### config.mk
export PLATFORM = sky130hd
export DESIGN_NAME = main_bus_ctrl
export DESIGN_NICKNAME = d
export VERILOG_FILES = /design/src/bus_pkg.sv /design/src/main_bus_ctrl.sv
export SDC_FILE = /design/constraint.sdc
export NUM_CORES = 1
export LEC_CHECK = 0
export BUFFER_PORTS_ARGS = -buffer_cell sky130_fd_sc_hd__buf_2
export CAP_MARGIN = 30
export CORE_MARGIN = 2
export CORE_UTILIZATION = 35
export DETAILED_ROUTE_END_ITERATION = 12
export GPL_ROUTABILITY_DRIVEN = 0
export PLACE_DENSITY_LB_ADDON = 0.08
export SLEW_MARGIN = 40
export SYNTH_ARGS = -nofsm -noshare
export SYNTH_HDL_FRONTEND = slang
export SYNTH_SLANG_ARGS = --single-unit
### constraint.sdc
create_clock -name MCLK -period 4.4 [get_ports MCLK]
set_clock_uncertainty 0.1 [all_clocks]
set_input_delay 0.22 -clock MCLK [delete_from_list [all_inputs] [get_ports MCLK]]
set_output_delay 0.22 -clock MCLK [all_outputs]
set_load 0.05 [all_outputs]
### src/bus_pkg.sv
// Bus widths, address map constants and state enums for the main-bus core
`default_nettype none

package bus_pkg;

	// ------------------------------------------------------------------
	// Widths
	// ------------------------------------------------------------------
	// Main-bus word address, byte address bits 23:1
	localparam int MA_W   = 23;
	localparam int MD_W   = 16;
	// ROM word address
	localparam int ROM_AW = 24;
	localparam int ZA_W   = 15;
	localparam int BANK_W = 5;
	// Sound-CPU window base, main address bits 23:15
	localparam int BAR_W  = 9;

	// ------------------------------------------------------------------
	// Address map
	// ------------------------------------------------------------------
	// Work RAM E00000-FFFFFF, byte address bits 23:21
	localparam logic [2:0]  RAM_BASE_NIB  = 3'h7;
	// ZBUS window A00000-A0FFFF
	localparam logic [7:0]  ZBUS_PAGE     = 8'hA0;
	// Sound-CPU control A11100 and A11200
	localparam logic [11:0] CTRL_PAGE     = 12'hA11;
	// ROM bank registers A130F3-A130FF
	localparam logic [15:0] BANK_PAGE     = 16'hA130;
	// ROM region ends below A00000
	localparam logic [3:0]  ROM_LIMIT_NIB = 4'hA;

	typedef enum logic [2:0] {
		MB_IDLE,
		MB_SELECT,
		MB_RAM_READ,
		MB_ROM_READ,
		MB_ZBUS_PRE,
		MB_ZBUS_READ,
		MB_FINISH
	} mbus_state_t;

	typedef enum logic [1:0] {
		SRC_NONE,
		SRC_MAIN,
		SRC_SOUND
	} msrc_t;

	typedef enum logic [1:0] {
		ZB_IDLE,
		ZB_READ,
		ZB_FINISH
	} zbus_state_t;

endpackage

`default_nettype wire
### src/main_bus_ctrl.sv
// Main-bus FSM, address decode, sound-CPU control register and ROM handshake
`timescale 1ns/1ns
`default_nettype none

module main_bus_ctrl #(
	parameter int unsigned ROM_SIZE = 32'h40_0000
) (
	input  logic                       MCLK,
	input  logic                       reset,
	input  logic                       m_as,
	input  logic [bus_pkg::MA_W:1]     m_addr,
	input  logic [bus_pkg::MD_W-1:0]   m_wdata,
	input  logic                       m_rnw,
	input  logic                       m_uds,
	input  logic                       m_lds,
	output logic [bus_pkg::MD_W-1:0]   m_rdata,
	output logic                       m_dtack,
	input  logic                       z_req,
	input  logic [15:0]                z_addr,
	input  logic [7:0]                 z_wdata,
	input  logic                       z_wr,
	output logic                       z_mack,
	output logic [7:0]                 z_mrdata,
	input  logic [bus_pkg::BAR_W-1:0]  bar,
	output logic                       rom_req,
	input  logic                       rom_ack,
	input  logic [bus_pkg::MD_W-1:0]   rom_data,
	input  logic [bus_pkg::MD_W-1:0]   ram_rdata,
	output logic                       ram_we_u,
	output logic                       ram_we_l,
	output logic [bus_pkg::MA_W:1]     bus_addr,
	output logic [bus_pkg::MD_W-1:0]   bus_wdata,
	output logic                       bus_rnw,
	output logic                       bus_uds,
	output logic                       bank_wr,
	output logic                       zbus_sel,
	input  logic                       zbus_done,
	input  logic [7:0]                 zbus_rdata,
	output logic                       zbus_free,
	output logic                       z80_busreq,
	output logic                       z80_reset_n
);

	bus_pkg::mbus_state_t       state;
	bus_pkg::msrc_t             msrc;
	logic [bus_pkg::MD_W-1:0]   data;
	logic                       bus_lds;
	logic                       dtack_q;
	logic                       mack_q;
	logic                       rom_hit;
	logic                       ram_hit;
	logic                       zbus_hit;
	logic                       ctrl_hit;
	logic                       bank_hit;
	logic                       ctrl_bit;

	// Acks drop together with the request
	assign m_dtack   = dtack_q & m_as;
	assign z_mack    = mack_q & z_req;
	assign zbus_free = z80_busreq & z80_reset_n;

	assign ram_we_u = (state == bus_pkg::MB_RAM_READ) & ~bus_rnw & bus_uds;
	assign ram_we_l = (state == bus_pkg::MB_RAM_READ) & ~bus_rnw & bus_lds;
	assign bank_wr  = (state == bus_pkg::MB_SELECT) & bank_hit & ~bus_rnw;

	// ------------------------------------------------------------------
	// Address decode
	// ------------------------------------------------------------------
	assign rom_hit  = (bus_addr[23:20] < bus_pkg::ROM_LIMIT_NIB) &&
		({bus_addr, 1'b0} < ROM_SIZE);
	assign ram_hit  = bus_addr[23:21] == bus_pkg::RAM_BASE_NIB;
	assign zbus_hit = bus_addr[23:16] == bus_pkg::ZBUS_PAGE;
	assign ctrl_hit = (bus_addr[23:12] == bus_pkg::CTRL_PAGE) && (bus_addr[7:1] == 7'd0);
	assign bank_hit = bus_addr[23:8] == bus_pkg::BANK_PAGE;

	// Bit 8 of the control page readback
	always_comb begin
		case (bus_addr[11:8])
		4'h1:    ctrl_bit = ~z80_busreq;
		4'h2:    ctrl_bit = z80_reset_n;
		default: ctrl_bit = 1'b0;
		endcase
	end

	// ------------------------------------------------------------------
	// Main-bus FSM
	// ------------------------------------------------------------------
	always_ff @(posedge MCLK) begin
		if (reset) begin
			state       <= bus_pkg::MB_IDLE;
			msrc        <= bus_pkg::SRC_NONE;
			dtack_q     <= 1'b0;
			mack_q      <= 1'b0;
			zbus_sel    <= 1'b0;
			rom_req     <= 1'b0;
			z80_busreq  <= 1'b0;
			z80_reset_n <= 1'b0;
		end else begin
			if (!m_as)
				dtack_q <= 1'b0;
			if (!z_req)
				mack_q <= 1'b0;

			case (state)
			bus_pkg::MB_IDLE: begin
				// Main port wins a tie
				if (m_as && !dtack_q) begin
					msrc      <= bus_pkg::SRC_MAIN;
					bus_addr  <= m_addr;
					bus_wdata <= m_wdata;
					bus_rnw   <= m_rnw;
					bus_uds   <= m_uds;
					bus_lds   <= m_lds;
					state     <= bus_pkg::MB_SELECT;
				end else if (z_req && !mack_q) begin
					msrc      <= bus_pkg::SRC_SOUND;
					// Banked window or the dead C000xx space for 7Fxx
					bus_addr  <= z_addr[15] ? {bar, z_addr[14:1]} : {16'hC000, z_addr[7:1]};
					bus_wdata <= {z_wdata, z_wdata};
					bus_rnw   <= ~z_wr;
					bus_uds   <= ~z_addr[0];
					bus_lds   <= z_addr[0];
					state     <= bus_pkg::MB_SELECT;
				end
			end

			bus_pkg::MB_SELECT: begin
				data  <= '0;
				state <= bus_pkg::MB_FINISH;
				if (rom_hit) begin
					if (bus_rnw) begin
						rom_req <= ~rom_req;
						state   <= bus_pkg::MB_ROM_READ;
					end
				end else if (ram_hit) begin
					state <= bus_pkg::MB_RAM_READ;
				end else if (zbus_hit) begin
					state <= bus_pkg::MB_ZBUS_PRE;
				end else if (ctrl_hit) begin
					data <= {7'd0, ctrl_bit, 8'd0};
					if (!bus_rnw && bus_uds) begin
						if (bus_addr[11:8] == 4'h1)
							z80_busreq <= bus_wdata[8];
						if (bus_addr[11:8] == 4'h2)
							z80_reset_n <= bus_wdata[8];
					end
				end
			end

			bus_pkg::MB_RAM_READ: begin
				data  <= ram_rdata;
				state <= bus_pkg::MB_FINISH;
			end

			bus_pkg::MB_ROM_READ:
				if (rom_req == rom_ack) begin
					data  <= rom_data;
					state <= bus_pkg::MB_FINISH;
				end

			bus_pkg::MB_ZBUS_PRE: begin
				zbus_sel <= 1'b1;
				state    <= bus_pkg::MB_ZBUS_READ;
			end

			bus_pkg::MB_ZBUS_READ:
				if (zbus_done) begin
					zbus_sel <= 1'b0;
					data     <= {zbus_rdata, zbus_rdata};
					state    <= bus_pkg::MB_FINISH;
				end

			bus_pkg::MB_FINISH: begin
				case (msrc)
				bus_pkg::SRC_MAIN: begin
					m_rdata <= data;
					dtack_q <= 1'b1;
				end
				bus_pkg::SRC_SOUND: begin
					// Odd sound address takes the low byte
					z_mrdata <= bus_lds ? data[7:0] : data[15:8];
					mack_q   <= 1'b1;
				end
				default: ;
				endcase
				state <= bus_pkg::MB_IDLE;
			end

			default:
				state <= bus_pkg::MB_IDLE;
			endcase
		end
	end

endmodule

`default_nettype wire

==> flow_metrics.env <==
export IMPL_grt_max_degree=39
export IMPL_rrSetupSlack_ns=2.01
export IMPL_crit_buf_inv=1
export IMPL_async_reset_ff_frac=0
export IMPL_synthFlopType="edfxtp_1"
export IMPL_fmax_ghz=0.395
export IMPL_place_ws_ns=2.01
export IMPL_hpwl_mm=8.31
export IMPL_powerDensity_mw_per_mm2=437
export IMPL_dieWidth_um=112
export IMPL_r2r_cells=4
export IMPL_cts_max_level=3
export IMPL_max_clock_path_buffers=2
export IMPL_path_clk_slew_ns=0.06
export IMPL_initial_core_util=0.359
export IMPL_cp_max_fo=18
export IMPL_remaining_drc_errors=0
export IMPL_drive_gt1_frac=0.423
export IMPL_layoutNonFillerInstCount=692
export IMPL_ctsHoldBuffers=0
export IMPL_grt_util_all_layers=0.170
export IMPL_drv_slew=0
export IMPL_grt_busiest_layer="met2"
export IMPL_cap_violations=0
export IMPL_crit_chain="nor3b_4 -> and3b_1 -> buf_2"
export IMPL_intPower_mw=1.71
export IMPL_slowest_stage="nor3b_4"
export IMPL_cp_end_kind="output pin"
export IMPL_worstMarginPinSlew_ns=0.832
export IMPL_ant_nets=0
export IMPL_antenna_found_initial=0
export IMPL_grt_use_met1=0.210
export IMPL_yosysSeqAreaShare=0.651
export IMPL_total_power_mw=2.44
export IMPL_clock_root_buffer="clkbuf_16"
export IMPL_setup_viol=0
export IMPL_clock_latency_ns=0.34
export IMPL_die_area_sq_mm=0.0127
export IMPL_hold_path_cell_count=3
export IMPL_grt_pass1_vias=3252
export IMPL_grt_setup_unrepaired="no"
export IMPL_slowest_delay_ns=0.78
export IMPL_cts_resized=0
export IMPL_num_antenna_cells=0
export IMPL_synth_edf_count=82
export IMPL_first_iter_violations=120
export IMPL_final_seq_area_sq_mm=0.00268
export IMPL_netSwitchingPower_mw=0.731
export IMPL_min_path_type="input pin to register"
export IMPL_avgSynthCellArea_sq_um=11.6
export IMPL_whs_endpoint="bus_addr[14]"
export IMPL_firstDrtPassIters=4
export IMPL_synth_cells=354
export IMPL_gr_total_overflow=0
export IMPL_via_per_inst=4.89
export IMPL_drt_wl_total_mm=10.8
export IMPL_n_fill_cell=1070
export IMPL_min_period_over_period=0.576
export IMPL_status="finished, final reports clean"
export IMPL_fp_dieH_um=112
export IMPL_hp_start="m_addr[14]"
export IMPL_use_met2=0.283
export IMPL_cts_setup_buffers=0
export IMPL_placed_cells=677
export IMPL_fin_nets=667
export IMPL_maxSlewHeadroom=0.445
export IMPL_setup_tns_ns=0
export IMPL_seq_power_share=0.475
export IMPL_clockPowerShare=0.299
export IMPL_cts_made_buffers=9
export IMPL_syn_cell_area_sq_mm=0.00412
export IMPL_r2r_start="bus_addr[22]"
export IMPL_cts_sinks=93
export IMPL_cp_required_ns=4.08
export IMPL_hold_violations=0
export IMPL_pin_count=197
export IMPL_arrival_ns=2.21
export IMPL_peakVddDrop_mv=0.196
export IMPL_grt_first_pass_wirelength_mm=16.5
export IMPL_crit_type="register to output pin"
export IMPL_r2r_end="data[8]"
export IMPL_setup_ws_ns=1.87
export IMPL_fin_util=0.487
export IMPL_vias=3385
export IMPL_syn_nets=476
export IMPL_p_leak_nw=2.50
export IMPL_io_buffers=196
export IMPL_swShare=0.299
export IMPL_start_kind="register"
export IMPL_ys_types=38
export IMPL_ys_ff_latch=93
export IMPL_final_common_cell="buf_2"
export IMPL_core_sq_mm=0.0115
export IMPL_core_rowCount=39
export IMPL_path_delay_family="simple AND/OR/NAND/NOR gates"
export IMPL_met3_usage=0.0513
export IMPL_cts_tree="yes"
export IMPL_multi_input_area_sq_mm=0.00138
export IMPL_avgRoutedWirePerCell_um=15.7
export IMPL_layout_common_cells="buf_2 (196), nand2_1 (102), edfxtp_1 (82)"
export IMPL_power_frac_comb=0.226
export IMPL_ys_warn_count=0
export IMPL_syn_to_final_growth_pct=35.6
export IMPL_min_period_ns=2.53
-- synthesized netlist by cell type (all sizes together), types with 3 or more instances --
cell / instances / share of area
inv: 4 / 0.0036
nand2: 102 / 0.093
nor3b: 6 / 0.011
a21oi: 8 / 0.0097
a22o: 30 / 0.064
dfxtp: 11 / 0.053
nor2b: 5 / 0.0076
edfxtp: 82 / 0.60
and2: 3 / 0.0046
nand3: 18 / 0.022
clkbuf: 23 / 0.021
a31oi: 4 / 0.0061
nand2b: 5 / 0.0076
nor2: 11 / 0.010
mux2: 8 / 0.022
nor4: 5 / 0.0076
-- how the worst max path moves through the flow --
stage,from,to,slack [ns],cells after the start
floorplan,state[1],bus_addr[10],1.21,3
global placement,state[0],ram_we_l,1.89,3
detailed placement,bus_addr[22],data[8],2.01,4
CTS,bus_addr[22],bank_wr,1.87,4
global route,bus_addr[22],bank_wr,1.74,4
finish,state[1],ram_we_l,1.87,3
-- power groups by stage --
stage | Sequential, mW | Combinational, mW | Clock (mW)
final | 1.16 | 0.552 | 0.730
after global routing | 1.17 | 0.598 | 0.788
after CTS | 1.16 | 0.558 | 0.744
after detailed placement | 1.18 | 0.555 | 0
after global placement | 1.17 | 0.544 | 0
after floorplan | 1.29 | 0.249 | 0
-- through the flow --
step           hold WS [ns]  cell area (sq um)
3_5_place_dp          0.332               5310
5_1_grt              0.0391               5590
4_1_cts              0.0363               5590
6_report             0.0415               5590
2_1_floorplan         0.294               4120
3_3_place_gp          0.331               5270
-- routing by layer --
layer	part of all wire	routed length [um]
met1	0.42	4550
met5	0	0
met3	0.079	856
met4	0.013	145
met2	0.49	5290
-- cell type report --
cell class | instances | share of cell area
clock buffer | 12 | 0.0423
clock inverter | 3 | 0.00672
inverter | 4 | 0.00269
multi-input combinational | 234 | 0.247
sequential | 93 | 0.480
tap | 143 | 0.0320
timing repair buffer | 203 | 0.189
-- tightest hold or removal path, delay by kind of cell --
family | cells | cell delay (ns)
simple gates | 2 | 0.09
buf+inv | 1 | 0.07
-- state kept, by name, indices dropped and copies added (netlist names), 2 cells and up --
register / count
m_rdata: 16
bus_wdata: 16
data: 16
bus_addr: 23
msrc: 2
state: 3
z_mrdata: 8
-- cells by family (layout without fill, tap and decap cells) --
kind of cell | Yosys count | in the layout | synth area share
AOI/OAI and AO/OA | 54 | 54 | 0.104
muxes | 10 | 10 | 0.0267
xor gates and xnor gates | 2 | 2 | 0.00425
buffers and inverters | 27 | 222 | 0.0246
DFF | 93 | 93 | 0.651
and+or+nand+nor | 168 | 168 | 0.189
(Power assumes the default switching activity.)
