===== src/bus_pkg.sv =====
// Bus widths, address map constants and state enums for the main-bus core
`default_nettype none

package bus_pkg;

	// ------------------------------------------------------------------
	// Widths
	// ------------------------------------------------------------------
	// Main-bus word address, byte address bits 23:1
	localparam int MA_W   = 23;
	localparam int MD_W   = 16;
	// ROM word address
	localparam int ROM_AW = 24;
	localparam int ZA_W   = 15;
	localparam int BANK_W = 5;
	// Sound-CPU window base, main address bits 23:15
	localparam int BAR_W  = 9;

	// ------------------------------------------------------------------
	// Address map
	// ------------------------------------------------------------------
	// Work RAM E00000-FFFFFF, byte address bits 23:21
	localparam logic [2:0]  RAM_BASE_NIB  = 3'h7;
	// ZBUS window A00000-A0FFFF
	localparam logic [7:0]  ZBUS_PAGE     = 8'hA0;
	// Sound-CPU control A11100 and A11200
	localparam logic [11:0] CTRL_PAGE     = 12'hA11;
	// ROM bank registers A130F3-A130FF
	localparam logic [15:0] BANK_PAGE     = 16'hA130;
	// ROM region ends below A00000
	localparam logic [3:0]  ROM_LIMIT_NIB = 4'hA;

	typedef enum logic [2:0] {
		MB_IDLE,
		MB_SELECT,
		MB_RAM_READ,
		MB_ROM_READ,
		MB_ZBUS_PRE,
		MB_ZBUS_READ,
		MB_FINISH
	} mbus_state_t;

	typedef enum logic [1:0] {
		SRC_NONE,
		SRC_MAIN,
		SRC_SOUND
	} msrc_t;

	typedef enum logic [1:0] {
		ZB_IDLE,
		ZB_READ,
		ZB_FINISH
	} zbus_state_t;

endpackage

`default_nettype wire

===== src/rom_mapper.sv =====
// ROM bank registers and main-bus to ROM address translation
`timescale 1ns/1ns
`default_nettype none

module rom_mapper #(
	parameter int unsigned ROM_SIZE = 32'h40_0000
) (
	input  logic                        MCLK,
	input  logic                        reset,
	input  logic [bus_pkg::MA_W:1]      addr,
	input  logic                        bank_wr,
	input  logic [bus_pkg::BANK_W-1:0]  bank_data,
	output logic [bus_pkg::ROM_AW:1]    rom_addr
);

	// Banking only exists on carts above 2 MB
	localparam logic BANK_EN = (ROM_SIZE > 32'h20_0000);

	logic [bus_pkg::BANK_W-1:0] bank_reg [8];
	logic                       banked;

	always_ff @(posedge MCLK) begin
		if (reset) begin
			banked <= 1'b0;
			for (int i = 0; i < 8; i++)
				bank_reg[i] <= i[bus_pkg::BANK_W-1:0];
		end else if (bank_wr && BANK_EN && addr[3:1] != 3'd0) begin
			// Slot 0 is fixed, A130F3 maps to slot 1
			bank_reg[addr[3:1]] <= bank_data;
			banked <= 1'b1;
		end
	end

	// 512 KB pages selected by bits 21:19
	always_comb begin
		if (banked)
			rom_addr = {{(bus_pkg::ROM_AW - bus_pkg::BANK_W - 18){1'b0}},
				bank_reg[addr[21:19]], addr[18:1]};
		else
			rom_addr = {{(bus_pkg::ROM_AW - bus_pkg::MA_W){1'b0}}, addr};
	end

endmodule

`default_nettype wire


===== config.mk =====
export PLATFORM = sky130hd
export DESIGN_NAME = rom_mapper
export DESIGN_NICKNAME = d
export VERILOG_FILES = /design/src/bus_pkg.sv /design/src/rom_mapper.sv
export SDC_FILE = /design/constraint.sdc
export NUM_CORES = 1
export LEC_CHECK = 0
export BUFFER_PORTS_ARGS = -buffer_cell sky130_fd_sc_hd__buf_2
export CORE_MARGIN = 8
export CORE_UTILIZATION = 40
export DETAILED_ROUTE_END_ITERATION = 10
export GPL_TIMING_DRIVEN = 0
export PLACE_DENSITY = 0.68
export REMOVE_ABC_BUFFERS = 1
export SLEW_MARGIN = 30
export SYNTH_ARGS = -nofsm -noshare
export SYNTH_HDL_FRONTEND = slang
export SYNTH_SLANG_ARGS = --single-unit

===== constraint.sdc =====
create_clock -name MCLK -period 2.25 [get_ports MCLK]
set_clock_uncertainty 0.05 [all_clocks]
set_input_delay 0.45 -clock MCLK [delete_from_list [all_inputs] [get_ports MCLK]]
set_output_delay 0.45 -clock MCLK [all_outputs]
set_load 0.05 [all_outputs]

==> impl_results.md, run 1 <==
- Worst r2r path cells: 2
- Peak supply drop: 0.0002170 V
- Grt total ovfl: 0
- Post-synth ARST share: 0%
- Max-capacitance violation count: 0
- Skew-Pair Late Insertion Delay: 0.28 ns
- Setup violators final: 0
- Rows: 26
- Routed vias/inst: 4.919
- Final Slew Violations: 0
- Routed WL: 4180 um
- Largest register FFs: 40
- Yosys warns: 0
- Post-synthesis mux area share: 13.97%
- Static Leak: 0.0008406 uW
- Area of the multi-input gates: 689.4 um^2
- Ratio of cells with drive above 1 in the final layout: 24.39%
- Slew headroom: 61.05%
- Wire per inst: 17.86 um
- Worst-Margin Slew: 0.5797 ns
- Status: completed
- Hold depth: 3
- Crit. End Element: output port
- Vias in the first global route: 1,252
- Highest Signal Layer: met4
- CP Data Arrival Time: 1.66 ns
- Cell count after synthesis: 156
- Simple-gate share of the synthesized area: 15.75%
- Most common cell after layout, fill and taps aside: edfxtp_1
- CTS root buf: clkbuf_8
- Achievable Freq: 463.1 MHz
- Die height: 88.69 um
- Hold Path Class: in -> reg
- Crit share post-route: 95.98%
- PwrDens: 707.5 nW/um^2
- Detail Route Antenna Nets: 0
- Distinct cells, synth: 23
- Post-DP HPWL: 3112 um
- Critical Path Start Type: input port
- Met3 wire length: 384 um
- Post-synth top flop: edfxtp_1
- Critical Path Fanout Max: 14
- Number of H-tree levels: 2
- Pin count of the biggest net entering global routing: 16
- Fillers: 489
- DR DRC count: 0
- Maximum root-to-sink buffer count: 2
- Clock sink count: 41
- First-pass GRT wire length: 6458 um
- Commonest non-fill, non-tap cells in the layout: edfxtp_1 (40), and2_1 (23), buf_2 (19), or3_1 (12), mux2i_1 (10)
- Core footprint: 5107 um^2
- RSZ-0062 raised after global routing: false
- Crit path kind: in -> out
- Worst-path clk slew: 0.07 ns
- Synth Area in Adders: 0%
- ANT cells: 0
- Main combinational cell family by area after synthesis: simple AND/OR/NAND/NOR gates
- Mean post-synth cell area: 13.55 um^2
- Die Area: 7865 um^2
- CTS buffer count: 5
- Xor-xnor portion of the synthesized cell area: 0%
- Pre-Repair DR Iteration Count: 4
- Final hold vios: 0
- Port buffer count: 23
- Layout area overhead: 5.802%
- Seq/Total Area, Yosys: 57.79%
- Req. time, crit path: 1.75 ns
- Metal-1 WL: 1823 um
- Initial antenna violation count: 0
- Synth Register Bits: 41
- Die width: 88.69 um
- Placed cells: 226
- Final net count: 194
- DRT iter0 DRCs: 98
- Final min period: 2.160 ns
- # IOs: 55
- Non-Filler Instances: 234
- Design Power: 1582 uW
- Complex-gate fraction of the synthesized area: 1.835%
- Met2 wire len: 1945 um
- CTS tree: yes
- GRT Util Overall: 11.41%
- Via Count: 1,151
- Final Wtd Congestion: 0.7774
- Post-Syn Area: 2113 um^2
- Starting Density: 41.38%
- Hold_ws: 0.4075 ns
- EDFF count, synth: 40
- Core Util, Final: 43.78%
- FF/Latch Area: 1221 um^2
-- stage by stage --
step | setup WS, ns | TNS [ns] | instance area, um^2
2_1_floorplan | -0.07286 | -0.1457 | 1929
3_3_place_gp | -0.1190 | -0.3507 | 2132
3_5_place_dp | -0.1685 | -0.4482 | 2132
4_1_cts | 0.01744 | 0 | 2230
5_1_grt | 0.01882 | 0 | 2236
6_report | 0.09042 | 0 | 2236
-- area by class of cell --
cell class | count | share of cell area [%]
sequential | 41 | 54.62
multi-input combinational | 87 | 30.83
timing repair buffer | 23 | 5.764
clock buffer | 8 | 4.029
tap | 70 | 3.917
inverter | 5 | 0.8394
-- cell families after synthesis --
| logic type | Yosys count |
|---|---|
| flops | 41 |
| mux | 18 |
| buf+inv | 33 |
| compound gates | 7 |
| simple gates | 56 |
| other cells | 1 |
-- cell usage after synthesis (2+ instances only) --
cell type	count	share of area, %
inv_1	5	0.89
clkbuf_1	5	0.89
nor2_1	7	1.2
mux2i_1	10	4.7
edfxtp_1	40	57
and2_1	23	6.8
a31oi_1	3	0.89
mux4_2	4	4.3
a21oi_1	4	0.95
buf_4	19	6.7
nand2b_1	3	0.89
or3_1	12	3.6
or2_2	7	2.1
mux4_1	4	5.0
buf_2	2	0.47
-- metal layers --
metal	vias to the layer above	track usage, %
met1	551	13.77
met2	51	17.45
li1	547	-
met3	2	5.385
met4	0	3.687
met5	-	0
-- path summary, 6_finish.rpt --
kind	from	to	slack [ns]
hold / removal	bank_wr	banked	0.41
setup / recovery	addr[20]	rom_addr[19]	0.09
hold reg to reg	banked	banked	0.63
setup reg to reg	banked	banked	1.43
-- worst max-delay path: stages --
cell and delay, ns:
buf_6 0.17, mux4_1 0.59, a21oi_1 0.16, a31oi_1 0.05, buf_2 0.23
-- report_power, final --
group / leakage [uW] / switching, uW / total, uW / internal (uW)
combinational: 0.000397 / 128 / 201 / 72.9
clock: 0.0000455 / 228 / 478 / 250
sequential: 0.000398 / 16.1 / 903 / 887
-- timing repair --
| item | CTS | global route |
|---|---|---|
| endpoints found under the setup margin | 3 | 4 |
| hold buffers | 0 | 0 |
| buffers inserted | 0 | 0 |
| gates resized for setup | 3 | 2 |
Note: power is estimated with default switching activity, not from simulation.
==> run 2: changes to the inputs <==
--- a/config.mk
+++ b/config.mk
@@ -10,6 +10,7 @@
 export CORE_UTILIZATION = 40
 export DETAILED_ROUTE_END_ITERATION = 10
+export GPL_ROUTABILITY_DRIVEN = 0
 export GPL_TIMING_DRIVEN = 0
-export PLACE_DENSITY = 0.68
+export PLACE_DENSITY = 0.71
 export REMOVE_ABC_BUFFERS = 1
 export SLEW_MARGIN = 30
==> constraint.sdc (replaced) <==
create_clock -name MCLK -period 1.85 [get_ports MCLK]
set_clock_uncertainty 0.05 [all_clocks]
set_input_delay 0.37 -clock MCLK [delete_from_list [all_inputs] [get_ports MCLK]]
set_output_delay 0.37 -clock MCLK [all_outputs]
set_load 0.01 [all_outputs]
==> run 2 against run 1 <==
Clock-buffer cell count decreased by 3. Die area is the same. Worst setup slack worse by 0.20 ns. First-iteration DRC count decreased by 55%. Core utilization up 0.073 points. Hold slack got worse by 0.13 ns. Combinational power shrank 3%. The flow now finishes with violations (negative setup slack). Global-route usage is essentially flat. Non-clock buffer count unchanged.
==> impl_results.md, run 2 (synthesis gave the netlist of run 1 again) <==
- Req. time, crit path: 1.43 ns (-0.32 ns)
- Die height: 88.69 um (unchanged)
- CP peak stage delay: 0.50 ns (-0.09 ns)
- Hold_ws: 0.2741 ns (-0.1334 ns)
- Starting Density: 41.38% (unchanged)
- Setup violators final: 5 (+5)
- Largest register FFs: 40 (unchanged)
- Worst slack at placement: -0.3453 ns (-0.1768 ns)
- Skew-Pair Late Insertion Delay: 0.30 ns (+0.02 ns)
- Detail Route Antenna Nets: 0 (unchanged)
- GRT Util Overall: 11.44% (+0.024 points)
- Routed WL: 4141 um (-0.93%)
- ANT cells: 0 (unchanged)
- CTS Hold Bufs: 0 (unchanged)
- Critical Path Fanout Max: 1 (-13)
- Commonest non-fill, non-tap cells in the layout: edfxtp_1 (40), and2_1 (23), buf_2 (21), or3_1 (12)
- Achievable Freq: 509.1 MHz
- Switching Fraction: 23.51% (-0.025 points)
- Hold depth: 3 (unchanged)
- Worst R2R Setup Slack: 0.99 ns (-0.44 ns)
- Failing checks: negative setup slack
- Clock sink count: 41 (unchanged)
- Die Area: 7865 um^2 (unchanged)
- Most common cell after layout, fill and taps aside: edfxtp_1
- Number of H-tree levels: 2 (unchanged)
- Crit path kind: reg -> out
- Final net count: 194 (unchanged)
- FF-to-FF End: banked
- Static Leak: 0.0008213 uW (-2.3%)
- Slowest CP cell: mux4_2
- Comb power frac: 10.5% (-2.2 points)
- Pin count of the biggest net entering global routing: 16 (unchanged)
- RSZ-0062 raised after global routing: true
- Routed vias/inst: 4.902 (-0.35%)
- Final Slew Violations: 0 (unchanged)
- Final hold vios: 0 (unchanged)
- Crit share post-route: 106.2%
- Final TNS setup: -0.3946 ns (-0.3946 ns)
- Maximum root-to-sink buffer count: 2 (unchanged)
- Critical Path Start Type: register
- DR DRC count: 0 (unchanged)
- Post-DP HPWL: 3005 um (-3.4%)
- WHS Endpoint: banked
- Final min period: 1.964 ns
- Grt total ovfl: 0 (unchanged)
- Core Util, Final: 43.85% (+0.073 points)
- R2R Path Start: banked
- Max-capacitance violation count: 0 (unchanged)
- CP cell instances: mux4_2, a21oi_2, a31oi_1, buf_2
- Layout area overhead: 5.980%
- Wire per inst: 17.70 um (-0.93%)
- Worst r2r path cells: 2 (unchanged)
- DRT iter0 DRCs: 44 (-55%)
- Via Count: 1,147 (-0.35%)
- CTS buffer count: 5 (unchanged)
- Peak supply drop: 0.0003280 V (+51%)
- First-pass GRT wire length: 6396 um (-0.96%)
- Crit. End Element: output port
- Rows: 26 (unchanged)
- P_sw: 439.0 uW (+18%)
- Die width: 88.69 um (unchanged)
- Core footprint: 5107 um^2 (unchanged)
- CTS tree: yes
- # IOs: 55 (unchanged)
- Setup ws final: -0.1143 ns (-0.2048 ns)
- Port buffer count: 23 (unchanged)
- Pint: 1429 uW (+18%)
- Vias in the first global route: 1,140 (-8.9%)
- Pre-Repair DR Iteration Count: 4 (unchanged)
- Clock power share: 30.6% (+0.4 points)
- PwrDens: 833.9 nW/um^2 (+18%)
- Hold Path Class: in -> reg
- CTS root buf: clkbuf_8
- Hold Path Origin: bank_wr
- Initial antenna violation count: 0 (unchanged)
- Status: finished, violations left
- Ratio of cells with drive above 1 in the final layout: 31.10% (+6.7 points)
- Crit path max-delay family: multiplexers
- Sequential Power Share: 59.0% (+1.9 points)
- Worst Path Buf+Inv: 1 (-1)
- Worst-path clk slew: 0.08 ns (about the same)
- Post CTS Setup Buffer Count: 0 (unchanged)
- CP Data Arrival Time: 1.54 ns (-0.12 ns)
run 2: power groups by stage:
stage | Sequential (uW) | Clock (uW) | Combinational [uW]
3_5_place_dp | 1120 | 0 | 189
5_1_grt | 1110 | 609 | 215
4_1_cts | 1100 | 580 | 195
6_report | 1100 | 571 | 195
2_1_floorplan | 1110 | 0 | 103
3_3_place_gp | 1120 | 0 | 186
run 2: final cells by class:
type	count	area, um^2
clock inverter	3	17.52
multi-input combinational	87	701.9
fill	467	2868
timing repair buffer	23	123.9
clock buffer	5	68.82
inverter	5	18.77
sequential	41	1221
tap	70	87.58
run 2: timing repair:
action	4_1_cts	5_1_grt
resized for setup	8	4
endpoints found under the setup margin	10	5
pin swaps	1	0
hold endpoints to repair	0	0
cloned	0	0
run 2: metrics by stage:
| stage | instance area, um^2 | power (uW) | std cells |
|---|---|---|---|
| floorplan | 1929 | 1214 | 133 |
| global placement | 2132 | 1304 | 226 |
| detailed placement | 2132 | 1308 | 226 |
| CTS | 2233 | 1876 | 234 |
| global route | 2240 | 1931 | 234 |
| finish | 2240 | 1868 | 234 |
run 2: layer usage:
layer	track usage [%]	routed length [um]
met5	0	0
met2	15.70	1782
met1	14.97	1882
met3	4.828	398
met4	5.530	78
run 2: how the worst max path moves through the flow:
stage | from | end | slack, ns | cells after the start
floorplan | addr[20] | rom_addr[22] | 0.28 | 3
global placement | reset | bank_reg[1][1] | -0.35 | 4
detailed placement | reset | bank_reg[1][3] | -0.35 | 4
CTS | bank_reg[6][0] | rom_addr[19] | -0.13 | 4
global route | bank_reg[6][0] | rom_addr[19] | -0.17 | 4
finish | bank_reg[6][0] | rom_addr[19] | -0.11 | 4
run 2: worst register-to-register path, cell delays in order, from the launching register on:
cell     delay (ns)
dfxtp_1        0.59
a21oi_1        0.08
nor2_1         0.09
